`config.mk`:
```
export PLATFORM = sky130hd
export DESIGN_NAME = cpu
export DESIGN_NICKNAME = d
export VERILOG_FILES = /design/src/verilog/cpuPkg.sv /design/src/verilog/cpu.sv /design/src/verilog/wbMaster.sv /design/src/verilog/writeBack.sv /design/src/verilog/aluExecute.sv /design/src/verilog/microSequencer.sv
export SDC_FILE = /design/constraint.sdc
export NUM_CORES = 1
export LEC_CHECK = 0
export CORE_UTILIZATION = 47
export CTS_CLUSTER_SIZE = 25
export DETAILED_ROUTE_END_ITERATION = 8
export DONT_BUFFER_PORTS = 1
export HOLD_SLACK_MARGIN = 0.03
export PLACE_DENSITY_LB_ADDON = 0.15
export SLEW_MARGIN = 20
export SYNTH_ARGS = -nofsm -noshare
export SYNTH_HDL_FRONTEND = slang
export SYNTH_SLANG_ARGS = --single-unit
```
`constraint.sdc`:
```
create_clock -name clk -period 3.94 [get_ports clk]
set_input_delay 0.394 -clock clk [delete_from_list [all_inputs] [get_ports clk]]
set_output_delay 0.394 -clock clk [all_outputs]
set_load 0.01 [all_outputs]
```
`src/verilog/cpuPkg.sv`:
```
`default_nettype none

package cpuPkg;

    localparam int MEM_WORDS = 4096;

    typedef logic [15:0] word_t;
    typedef logic [11:0] addr_t;

    // opcodes live in the top nibble of every instruction
    localparam logic [3:0] OP_ALU  = 4'h0;
    localparam logic [3:0] OP_LDX  = 4'h1;
    localparam logic [3:0] OP_LDY  = 4'h2;
    localparam logic [3:0] OP_STX  = 4'h3;
    localparam logic [3:0] OP_JMP  = 4'h4;
    localparam logic [3:0] OP_JC   = 4'h5;
    localparam logic [3:0] OP_JZ   = 4'h6;
    localparam logic [3:0] OP_JGT  = 4'h7;
    localparam logic [3:0] OP_JLT  = 4'h8;
    localparam logic [3:0] OP_OUT  = 4'h9;
    localparam logic [3:0] OP_HALT = 4'hf;

    typedef struct packed {
        logic zeroX;
        logic negX;
        logic zeroY;
        logic negY;
        logic addSel;   // add when set, and otherwise
        logic negOut;
    } aluFn_t;

    typedef struct packed {
        logic carry;
        logic zero;
        logic less;     // sign of the last result
    } flags_t;

    // all four set means always taken
    typedef struct packed {
        logic onCarry;
        logic onZero;
        logic onGreater;
        logic onLess;
    } jumpCond_t;

    typedef struct packed {
        logic [3:0] opcode;
        aluFn_t     fn;
        logic       destX;
        logic       destY;
        logic       carryEn;
        logic [2:0] spare;
    } aluView_t;

    typedef struct packed {
        logic [3:0] opcode;
        addr_t      target;
    } addrView_t;

    typedef union packed {
        aluView_t  aluView;
        addrView_t addrView;
    } instr_t;

    typedef struct packed {
        logic   busRead;
        logic   busWrite;
        logic   useTarget;  // bus address from the instruction, not pc
        logic   loadIr;
        logic   incPc;
        logic   loadX;
        logic   loadY;
        logic   loadFlags;
        aluFn_t aluFn;
        logic   carryEn;
        logic   jump;       // already qualified by the flags
        logic   outStrobe;
        logic   halt;
    } microOp_t;

endpackage

`default_nettype wire
```
`src/verilog/cpu.sv`:
```
`default_nettype none

module cpu (
    input  logic          clk,
    input  logic          reset,
    output logic          wbCyc,
    output logic          wbStb,
    output logic          wbWe,
    output cpuPkg::addr_t wbAdr,
    output cpuPkg::word_t wbDatOut,
    input  cpuPkg::word_t wbDatIn,
    input  logic          wbAck,
    output cpuPkg::word_t outData,
    output logic          outValid,
    output logic          halted
);

    cpuPkg::microOp_t uop;
    cpuPkg::addr_t    target;
    cpuPkg::addr_t    pc;
    cpuPkg::word_t    xVal;
    cpuPkg::word_t    yVal;
    cpuPkg::word_t    result;
    cpuPkg::word_t    rdata;
    cpuPkg::flags_t   flags;
    cpuPkg::flags_t   newFlags;
    logic             busDone;

    microSequencer sequencer (
        .clk     (clk),
        .reset   (reset),
        .busDone (busDone),
        .rdata   (rdata),
        .flags   (flags),
        .uop     (uop),
        .target  (target)
    );

    aluExecute alu (
        .xVal     (xVal),
        .yVal     (yVal),
        .fn       (uop.aluFn),
        .carryEn  (uop.carryEn),
        .flags    (flags),
        .result   (result),
        .newFlags (newFlags)
    );

    writeBack regs (
        .clk      (clk),
        .reset    (reset),
        .busDone  (busDone),
        .uop      (uop),
        .target   (target),
        .result   (result),
        .rdata    (rdata),
        .newFlags (newFlags),
        .pc       (pc),
        .xVal     (xVal),
        .yVal     (yVal),
        .flags    (flags),
        .outData  (outData),
        .outValid (outValid),
        .halted   (halted)
    );

    wbMaster bus (
        .clk      (clk),
        .reset    (reset),
        .uop      (uop),
        .pc       (pc),
        .target   (target),
        .xVal     (xVal),
        .wbCyc    (wbCyc),
        .wbStb    (wbStb),
        .wbWe     (wbWe),
        .wbAdr    (wbAdr),
        .wbDatOut (wbDatOut),
        .wbDatIn  (wbDatIn),
        .wbAck    (wbAck),
        .busDone  (busDone),
        .rdata    (rdata)
    );

endmodule

`default_nettype wire

```
`src/verilog/wbMaster.sv`:
```
`default_nettype none

module wbMaster (
    input  logic             clk,
    input  logic             reset,
    input  cpuPkg::microOp_t uop,
    input  cpuPkg::addr_t    pc,
    input  cpuPkg::addr_t    target,
    input  cpuPkg::word_t    xVal,
    output logic             wbCyc,
    output logic             wbStb,
    output logic             wbWe,
    output cpuPkg::addr_t    wbAdr,
    output cpuPkg::word_t    wbDatOut,
    input  cpuPkg::word_t    wbDatIn,
    input  logic             wbAck,
    output logic             busDone,
    output cpuPkg::word_t    rdata
);

    logic request;

    assign request = uop.busRead | uop.busWrite;

    always_ff @(posedge clk) begin
        if (reset) begin
            wbCyc <= 1'b0;
            wbStb <= 1'b0;
            wbWe <= 1'b0;
        end else if (wbStb) begin
            if (wbAck) begin    // transfer done, drop the cycle
                wbCyc <= 1'b0;
                wbStb <= 1'b0;
                wbWe <= 1'b0;
            end
        end else if (request) begin
            wbCyc <= 1'b1;
            wbStb <= 1'b1;
            wbWe <= uop.busWrite;
        end
    end

    // address and data are captured once per transfer
    always_ff @(posedge clk) begin
        if (!wbStb && request) begin
            wbAdr <= uop.useTarget ? target : pc;
            wbDatOut <= xVal;
        end
    end

    assign busDone = wbStb & wbAck;
    assign rdata = wbDatIn;

    assert property (@(posedge clk) disable iff (reset) wbStb |-> wbCyc);

    assert property (@(posedge clk) disable iff (reset)
        wbStb && !wbAck |=> $stable(wbAdr) && $stable(wbWe) && wbStb);

endmodule

`default_nettype wire

```
`src/verilog/writeBack.sv`:
```
`default_nettype none

module writeBack (
    input  logic             clk,
    input  logic             reset,
    input  logic             busDone,
    input  cpuPkg::microOp_t uop,
    input  cpuPkg::addr_t    target,
    input  cpuPkg::word_t    result,
    input  cpuPkg::word_t    rdata,
    input  cpuPkg::flags_t   newFlags,
    output cpuPkg::addr_t    pc,
    output cpuPkg::word_t    xVal,
    output cpuPkg::word_t    yVal,
    output cpuPkg::flags_t   flags,
    output cpuPkg::word_t    outData,
    output logic             outValid,
    output logic             halted
);

    always_ff @(posedge clk) begin
        if (reset) begin
            pc <= '0;
        end else if (uop.jump) begin
            pc <= target;
        end else if (uop.incPc && busDone) begin
            pc <= pc + 12'd1;   // wraps at the top of memory
        end
    end

    // loads take rdata on the ack, ALU writes land right away
    always_ff @(posedge clk) begin
        if (reset) begin
            xVal <= '0;
        end else if (uop.loadX) begin
            if (!uop.busRead) begin
                xVal <= result;
            end else if (busDone) begin
                xVal <= rdata;
            end
        end
    end

    always_ff @(posedge clk) begin
        if (reset) begin
            yVal <= '0;
        end else if (uop.loadY) begin
            if (!uop.busRead) begin
                yVal <= result;
            end else if (busDone) begin
                yVal <= rdata;
            end
        end
    end

    always_ff @(posedge clk) begin
        if (reset) begin
            flags <= '0;
        end else if (uop.loadFlags) begin
            flags <= newFlags;
        end
    end

    always_ff @(posedge clk) begin
        if (reset) begin
            outValid <= 1'b0;
            halted <= 1'b0;
        end else begin
            outValid <= uop.outStrobe;  // one cycle per OUT
            if (uop.halt) halted <= 1'b1;
        end
    end

    always_ff @(posedge clk) begin
        if (uop.outStrobe) begin
            outData <= xVal;
        end
    end

    // once halted nothing moves pc again
    assert property (@(posedge clk) disable iff (reset)
        halted |=> $stable(pc) && halted);

endmodule

`default_nettype wire

```
`src/verilog/aluExecute.sv`:
```
`default_nettype none

module aluExecute (
    input  cpuPkg::word_t  xVal,
    input  cpuPkg::word_t  yVal,
    input  cpuPkg::aluFn_t fn,
    input  logic           carryEn,
    input  cpuPkg::flags_t flags,
    output cpuPkg::word_t  result,
    output cpuPkg::flags_t newFlags
);

    cpuPkg::word_t xOp;
    cpuPkg::word_t yOp;
    cpuPkg::word_t sum;
    cpuPkg::word_t pre;
    logic          carryIn;
    logic          carryOut;

    always_comb begin
        carryIn = flags.carry & carryEn;    // chains multiword adds

        // zero first, then invert
        xOp = fn.zeroX ? '0 : xVal;
        if (fn.negX) xOp = ~xOp;
        yOp = fn.zeroY ? '0 : yVal;
        if (fn.negY) yOp = ~yOp;

        {carryOut, sum} = {1'b0, xOp} + {1'b0, yOp} + {16'd0, carryIn};
        pre = fn.addSel ? sum : (xOp & yOp);
        result = fn.negOut ? ~pre : pre;

        newFlags.carry = fn.addSel & carryOut;
        newFlags.zero = result == '0;
        newFlags.less = result[15];
    end

endmodule

`default_nettype wire

```
`src/verilog/microSequencer.sv`:
```
`default_nettype none

module microSequencer (
    input  logic             clk,
    input  logic             reset,
    input  logic             busDone,
    input  cpuPkg::word_t    rdata,
    input  cpuPkg::flags_t   flags,
    output cpuPkg::microOp_t uop,
    output cpuPkg::addr_t    target
);

    cpuPkg::instr_t    ir;
    cpuPkg::jumpCond_t cond;
    logic              tState;      // 0 fetch, 1 execute
    logic              condHolds;
    logic              execDone;

    assign target = ir.addrView.target;

    always_ff @(posedge clk) begin
        if (uop.loadIr && busDone) begin
            ir <= rdata;
        end
    end

    always_ff @(posedge clk) begin
        if (reset) begin
            tState <= 1'b0;
        end else if (!tState) begin
            if (busDone) tState <= 1'b1;
        end else if (execDone) begin
            tState <= 1'b0;
        end
    end

    // which flags a jump opcode looks at
    always_comb begin
        cond = '0;
        case (ir.addrView.opcode)
            cpuPkg::OP_JMP: cond = '1;
            cpuPkg::OP_JC:  cond.onCarry = 1'b1;
            cpuPkg::OP_JZ:  cond.onZero = 1'b1;
            cpuPkg::OP_JGT: cond.onGreater = 1'b1;
            cpuPkg::OP_JLT: cond.onLess = 1'b1;
            default:        cond = '0;
        endcase
    end

    assign condHolds = (cond.onCarry & flags.carry)
                     | (cond.onZero & flags.zero)
                     | (cond.onLess & flags.less)
                     | (cond.onGreater & ~flags.zero & ~flags.less);

    always_comb begin
        uop = '0;
        execDone = 1'b0;
        if (!tState) begin
            uop.busRead = 1'b1;
            uop.loadIr = 1'b1;
            uop.incPc = 1'b1;
        end else begin
            execDone = 1'b1;    // most instructions take one cycle
            case (ir.aluView.opcode)
                cpuPkg::OP_ALU: begin
                    uop.aluFn = ir.aluView.fn;
                    uop.carryEn = ir.aluView.carryEn;
                    uop.loadX = ir.aluView.destX;
                    uop.loadY = ir.aluView.destY;
                    uop.loadFlags = 1'b1;
                end
                cpuPkg::OP_LDX, cpuPkg::OP_LDY: begin
                    uop.busRead = 1'b1;
                    uop.useTarget = 1'b1;
                    uop.loadX = ir.addrView.opcode == cpuPkg::OP_LDX;
                    uop.loadY = ir.addrView.opcode == cpuPkg::OP_LDY;
                    execDone = busDone;
                end
                cpuPkg::OP_STX: begin
                    uop.busWrite = 1'b1;
                    uop.useTarget = 1'b1;
                    execDone = busDone;
                end
                cpuPkg::OP_JMP, cpuPkg::OP_JC, cpuPkg::OP_JZ,
                cpuPkg::OP_JGT, cpuPkg::OP_JLT: begin
                    uop.jump = condHolds;
                end
                cpuPkg::OP_OUT: uop.outStrobe = 1'b1;
                cpuPkg::OP_HALT: begin
                    uop.halt = 1'b1;
                    execDone = 1'b0;    // parked here for good
                end
                default: ;
            endcase
        end
    end

    // IR holds its instruction through execute
    assert property (@(posedge clk) disable iff (reset)
        tState |=> $stable(ir));

    // an ack only comes back for a requested transfer
    assert property (@(posedge clk) disable iff (reset)
        busDone |-> uop.busRead || uop.busWrite);

endmodule

`default_nettype wire

```
==> out/qor.txt <==
status -> finished, violations left
failing checks -> setup timing
Synth cell types -> 70
# Max-Cap Violations -> 0
commonest non-fill, non-tap cell in the layout -> nand2_1
n_diodes -> 0
Pwr Density -> 398 nW/um^2
Post-synth EDFFs -> 60
cell count after synthesis -> 663
RR Endpoint -> regs.flags[1]$_SDFFE_PP0P_
Syn Nets -> 701
TritonCTS Sinks -> 113
crit share post-route -> 1.01
Final Skew -> 0.00906 ns
Post-synth top flop -> edfxtp_1
Mapped Area -> 6350 sq um
leakage power -> 2.91 nW
vias -> 5307
clk slew on worst S/H paths -> 0.06 ns
drt wl/cell -> 19.7 um
antenna-violating nets left -> 0
Top-Level Pins -> 68
Final Cell Area -> 7970 sq um
grt ovf -> 0
Slew Limit Fails -> 0
Peak VDD IR -> 0.252 mV
CTS Buf Count -> 17
Die X -> 118 um
final hold viol count -> 0
initial antenna violation count -> 0
die area -> 14000 sq um
Nets -> 756
area delta synth->final -> 25.5%
reg2reg start -> sequencer.ir[15]$_DFFE_PP_
Setup TNS -> -0.0397 ns
Synth Register Bits -> 113
top post-synthesis cells by area -> edfxtp_1 (28%), dfxtp_1 (17%), nand2_1 (4.7%)
# rows -> 42
RSZ-0062 raised after global routing -> true
CTS tree -> done
element type at the critical path end -> register
Die Ht -> 118 um
DRT Pass-1 Iters -> 7
Vias per Instance -> 5.85
Initial Util -> 0.482
RePlAce Congestion -> 0.912
reg-to-reg setup timing slack -> -0.04 ns
CTS Hold Bufs -> 0
vias in the first global route -> 5210
reg2reg path depth -> 17
Hold Crit Start -> reset
max incr delay on CP -> 0.42 ns
most frequent cells in the layout -> nand2_1 (73), nor2_1 (70), buf_4 (67), edfxtp_1 (60), dfxtp_1 (53)
Tmin final -> 3.98 ns
synth warn -> 0
worst-margin pin slew -> 0.829 ns
crit path max-delay cell type -> or3b_4
leading area contributor after synthesis -> edfxtp_1
final core utilization -> 0.605
register area share after synthesis -> 0.451
hold depth -> 1
pin count of the biggest net entering global routing -> 55
DR iter-0 viols -> 449
setup ws final -> -0.0397 ns
root buf cell -> clkbuf_16
critical-path cell list -> or3b_4, nor2_4, buf_6, nand2_4, buf_4, xor2_1, ha_1, nor2b_2, buf_4, o2111ai_2, nand4b_1, xnor2_2, a221oi_2, nand4_1, a2111oi_2, nand4b_1, nand2_1
Async SR Flop Fraction -> 0
H-tree depth -> 4
Clock Path Buffers -> 2
final setup violation count -> 1
pre-CTS setup slack -> -0.185 ns
final wirelength -> 17900 um
crit path max fanout -> 10
Port Buffers -> 0
top-area cell type share of the netlist area -> 0.284
Slew headroom -> 0.447
fmax -> 251 MHz
CP arrival -> 4.34 ns
post-DP HPWL -> 12600 um
fraction of layout cells with a size suffix above 1 -> 0.248
sink of the worst hold path -> regs.yVal[3]$_SDFFE_PP0P_
critical path startpoint category -> register
drc violations -> 0
fill count -> 1095
syn avg cell area -> 9.58 sq um
CORE AREA -> 13200 sq um
clk_lat worst skew -> 0.42 ns
first-pass GRT wire length -> 28100 um
Critical Path RT -> 4.30 ns
Hold Path Class -> in2reg
Setup CP Type -> reg2reg
Placed Area -> 7000 sq um
all-layer global routing usage -> 0.263
==> cells by family after synthesis <==
logic type | synth area share
simple gates | 0.191
buf+inv | 0.0327
flops | 0.451
xor+xnor | 0.0689
mux | 0.0545
fa+ha+maj | 0.0398
compound gates | 0.163
==> worst max-delay path by stage <==
stage	from	end	slack, ns	cells after the start
floorplan	sequencer.ir[15]$_DFFE_PP_	regs.flags[1]$_SDFFE_PP0P_	0.01	18
global placement	sequencer.ir[15]$_DFFE_PP_	regs.flags[1]$_SDFFE_PP0P_	-0.04	17
detailed placement	sequencer.ir[15]$_DFFE_PP_	regs.flags[1]$_SDFFE_PP0P_	-0.19	17
CTS	sequencer.ir[15]$_DFFE_PP_	regs.flags[1]$_SDFFE_PP0P_	-0.0003	17
global route	sequencer.ir[14]$_DFFE_PP_	regs.xVal[15]$_SDFFE_PP0P_	-0.18	17
finish	sequencer.ir[15]$_DFFE_PP_	regs.flags[1]$_SDFFE_PP0P_	-0.04	17
==> repair_timing <==
item	4_1_cts	5_1_grt
pin swaps	10	16
gates cloned	0	0
resized for setup	22	30
setup endpoints to repair	5	21
hold endpoints to repair	0	0
buffers inserted	5	2
==> flip-flops by register name (all words and copies together) (netlist names) <==
| register | count |
|---|---|
| bus.wbWe | 1 |
| regs.yVal | 16 |
| regs.outValid | 1 |
| regs.pc | 12 |
| bus.wbDatOut | 16 |
| regs.flags | 3 |
| sequencer.ir | 16 |
| regs.outData | 16 |
| regs.halted | 1 |
| sequencer.tState | 1 |
| bus.wbStb | 1 |
| regs.xVal | 16 |
| bus.wbCyc | 1 |
| bus.wbAdr | 12 |
==> layer usage <==
metal  part of all wire  wire, um  up-vias  global-route usage
met4              0.023       410        0              0.0970
met1               0.44      7830     2580               0.340
li1                   -         -     2526                   -
met3              0.048       867       32              0.0526
met2               0.49      8780      169               0.433
met5                  0         0        -                   0
==> report_power, final <==
part,internal [mW],switching (mW)
combinational,0.0413,0.0807
clock,1.18,0.553
sequential,1.28,0.0365
==> cells in the mapped netlist, types with 4 or more instances <==
cell and count:
a211oi_1 26, a21o_1 5, a21oi_1 45, a311oi_1 4, and3_1 14, buf_2 4
buf_4 4, clkbuf_1 26, dfxtp_1 53, edfxtp_1 60, ha_1 17, inv_1 10
mux2_2 13, mux2i_1 20, nand2_1 80, nand2b_1 4, nand3_1 18, nand3b_1 5
nand4_1 5, nor2_1 72, nor2b_1 4, nor3_1 10, nor3_2 4, nor3b_1 9
o211ai_1 4, o21a_1 6, o21ai_0 19, or3_1 6, xnor2_1 16, xor2_1 34
==> worst max-delay path: cells and delay by family, from the launching register on <==
family | cells | cell delay, ns
AO/OA/AOI/OAI | 3 | 0.82
flip-flops | 1 | 0.38
adder cells (fa/ha/maj) | 1 | 0.34
XOR/XNOR | 2 | 0.37
AND/OR/NAND/NOR | 8 | 1.52
buffers and inverters | 3 | 0.49
==> final cells by class <==
class | instances | area (sq um) | area share
clock inverter | 15 | 239 | 0.0300
tap | 176 | 220 | 0.0276
multi-input combinational | 502 | 3600 | 0.451
inverter | 11 | 41.3 | 0.00518
timing repair buffer | 73 | 588 | 0.0737
clock buffer | 17 | 425 | 0.0534
sequential | 113 | 2860 | 0.359
==> per-stage QoR <==
| step | power, mW | hold WS [ns] | cells |
|---|---|---|---|
| floorplan | 1.42 | 0.447 | 663 |
| global route | 3.26 | 0.0323 | 907 |
| global placement | 1.46 | 0.459 | 868 |
| finish | 3.17 | 0.0404 | 907 |
| detailed placement | 1.46 | 0.471 | 868 |
| CTS | 3.19 | 0.0334 | 905 |
No activity file was read; power rests on OpenSTA's default activity.
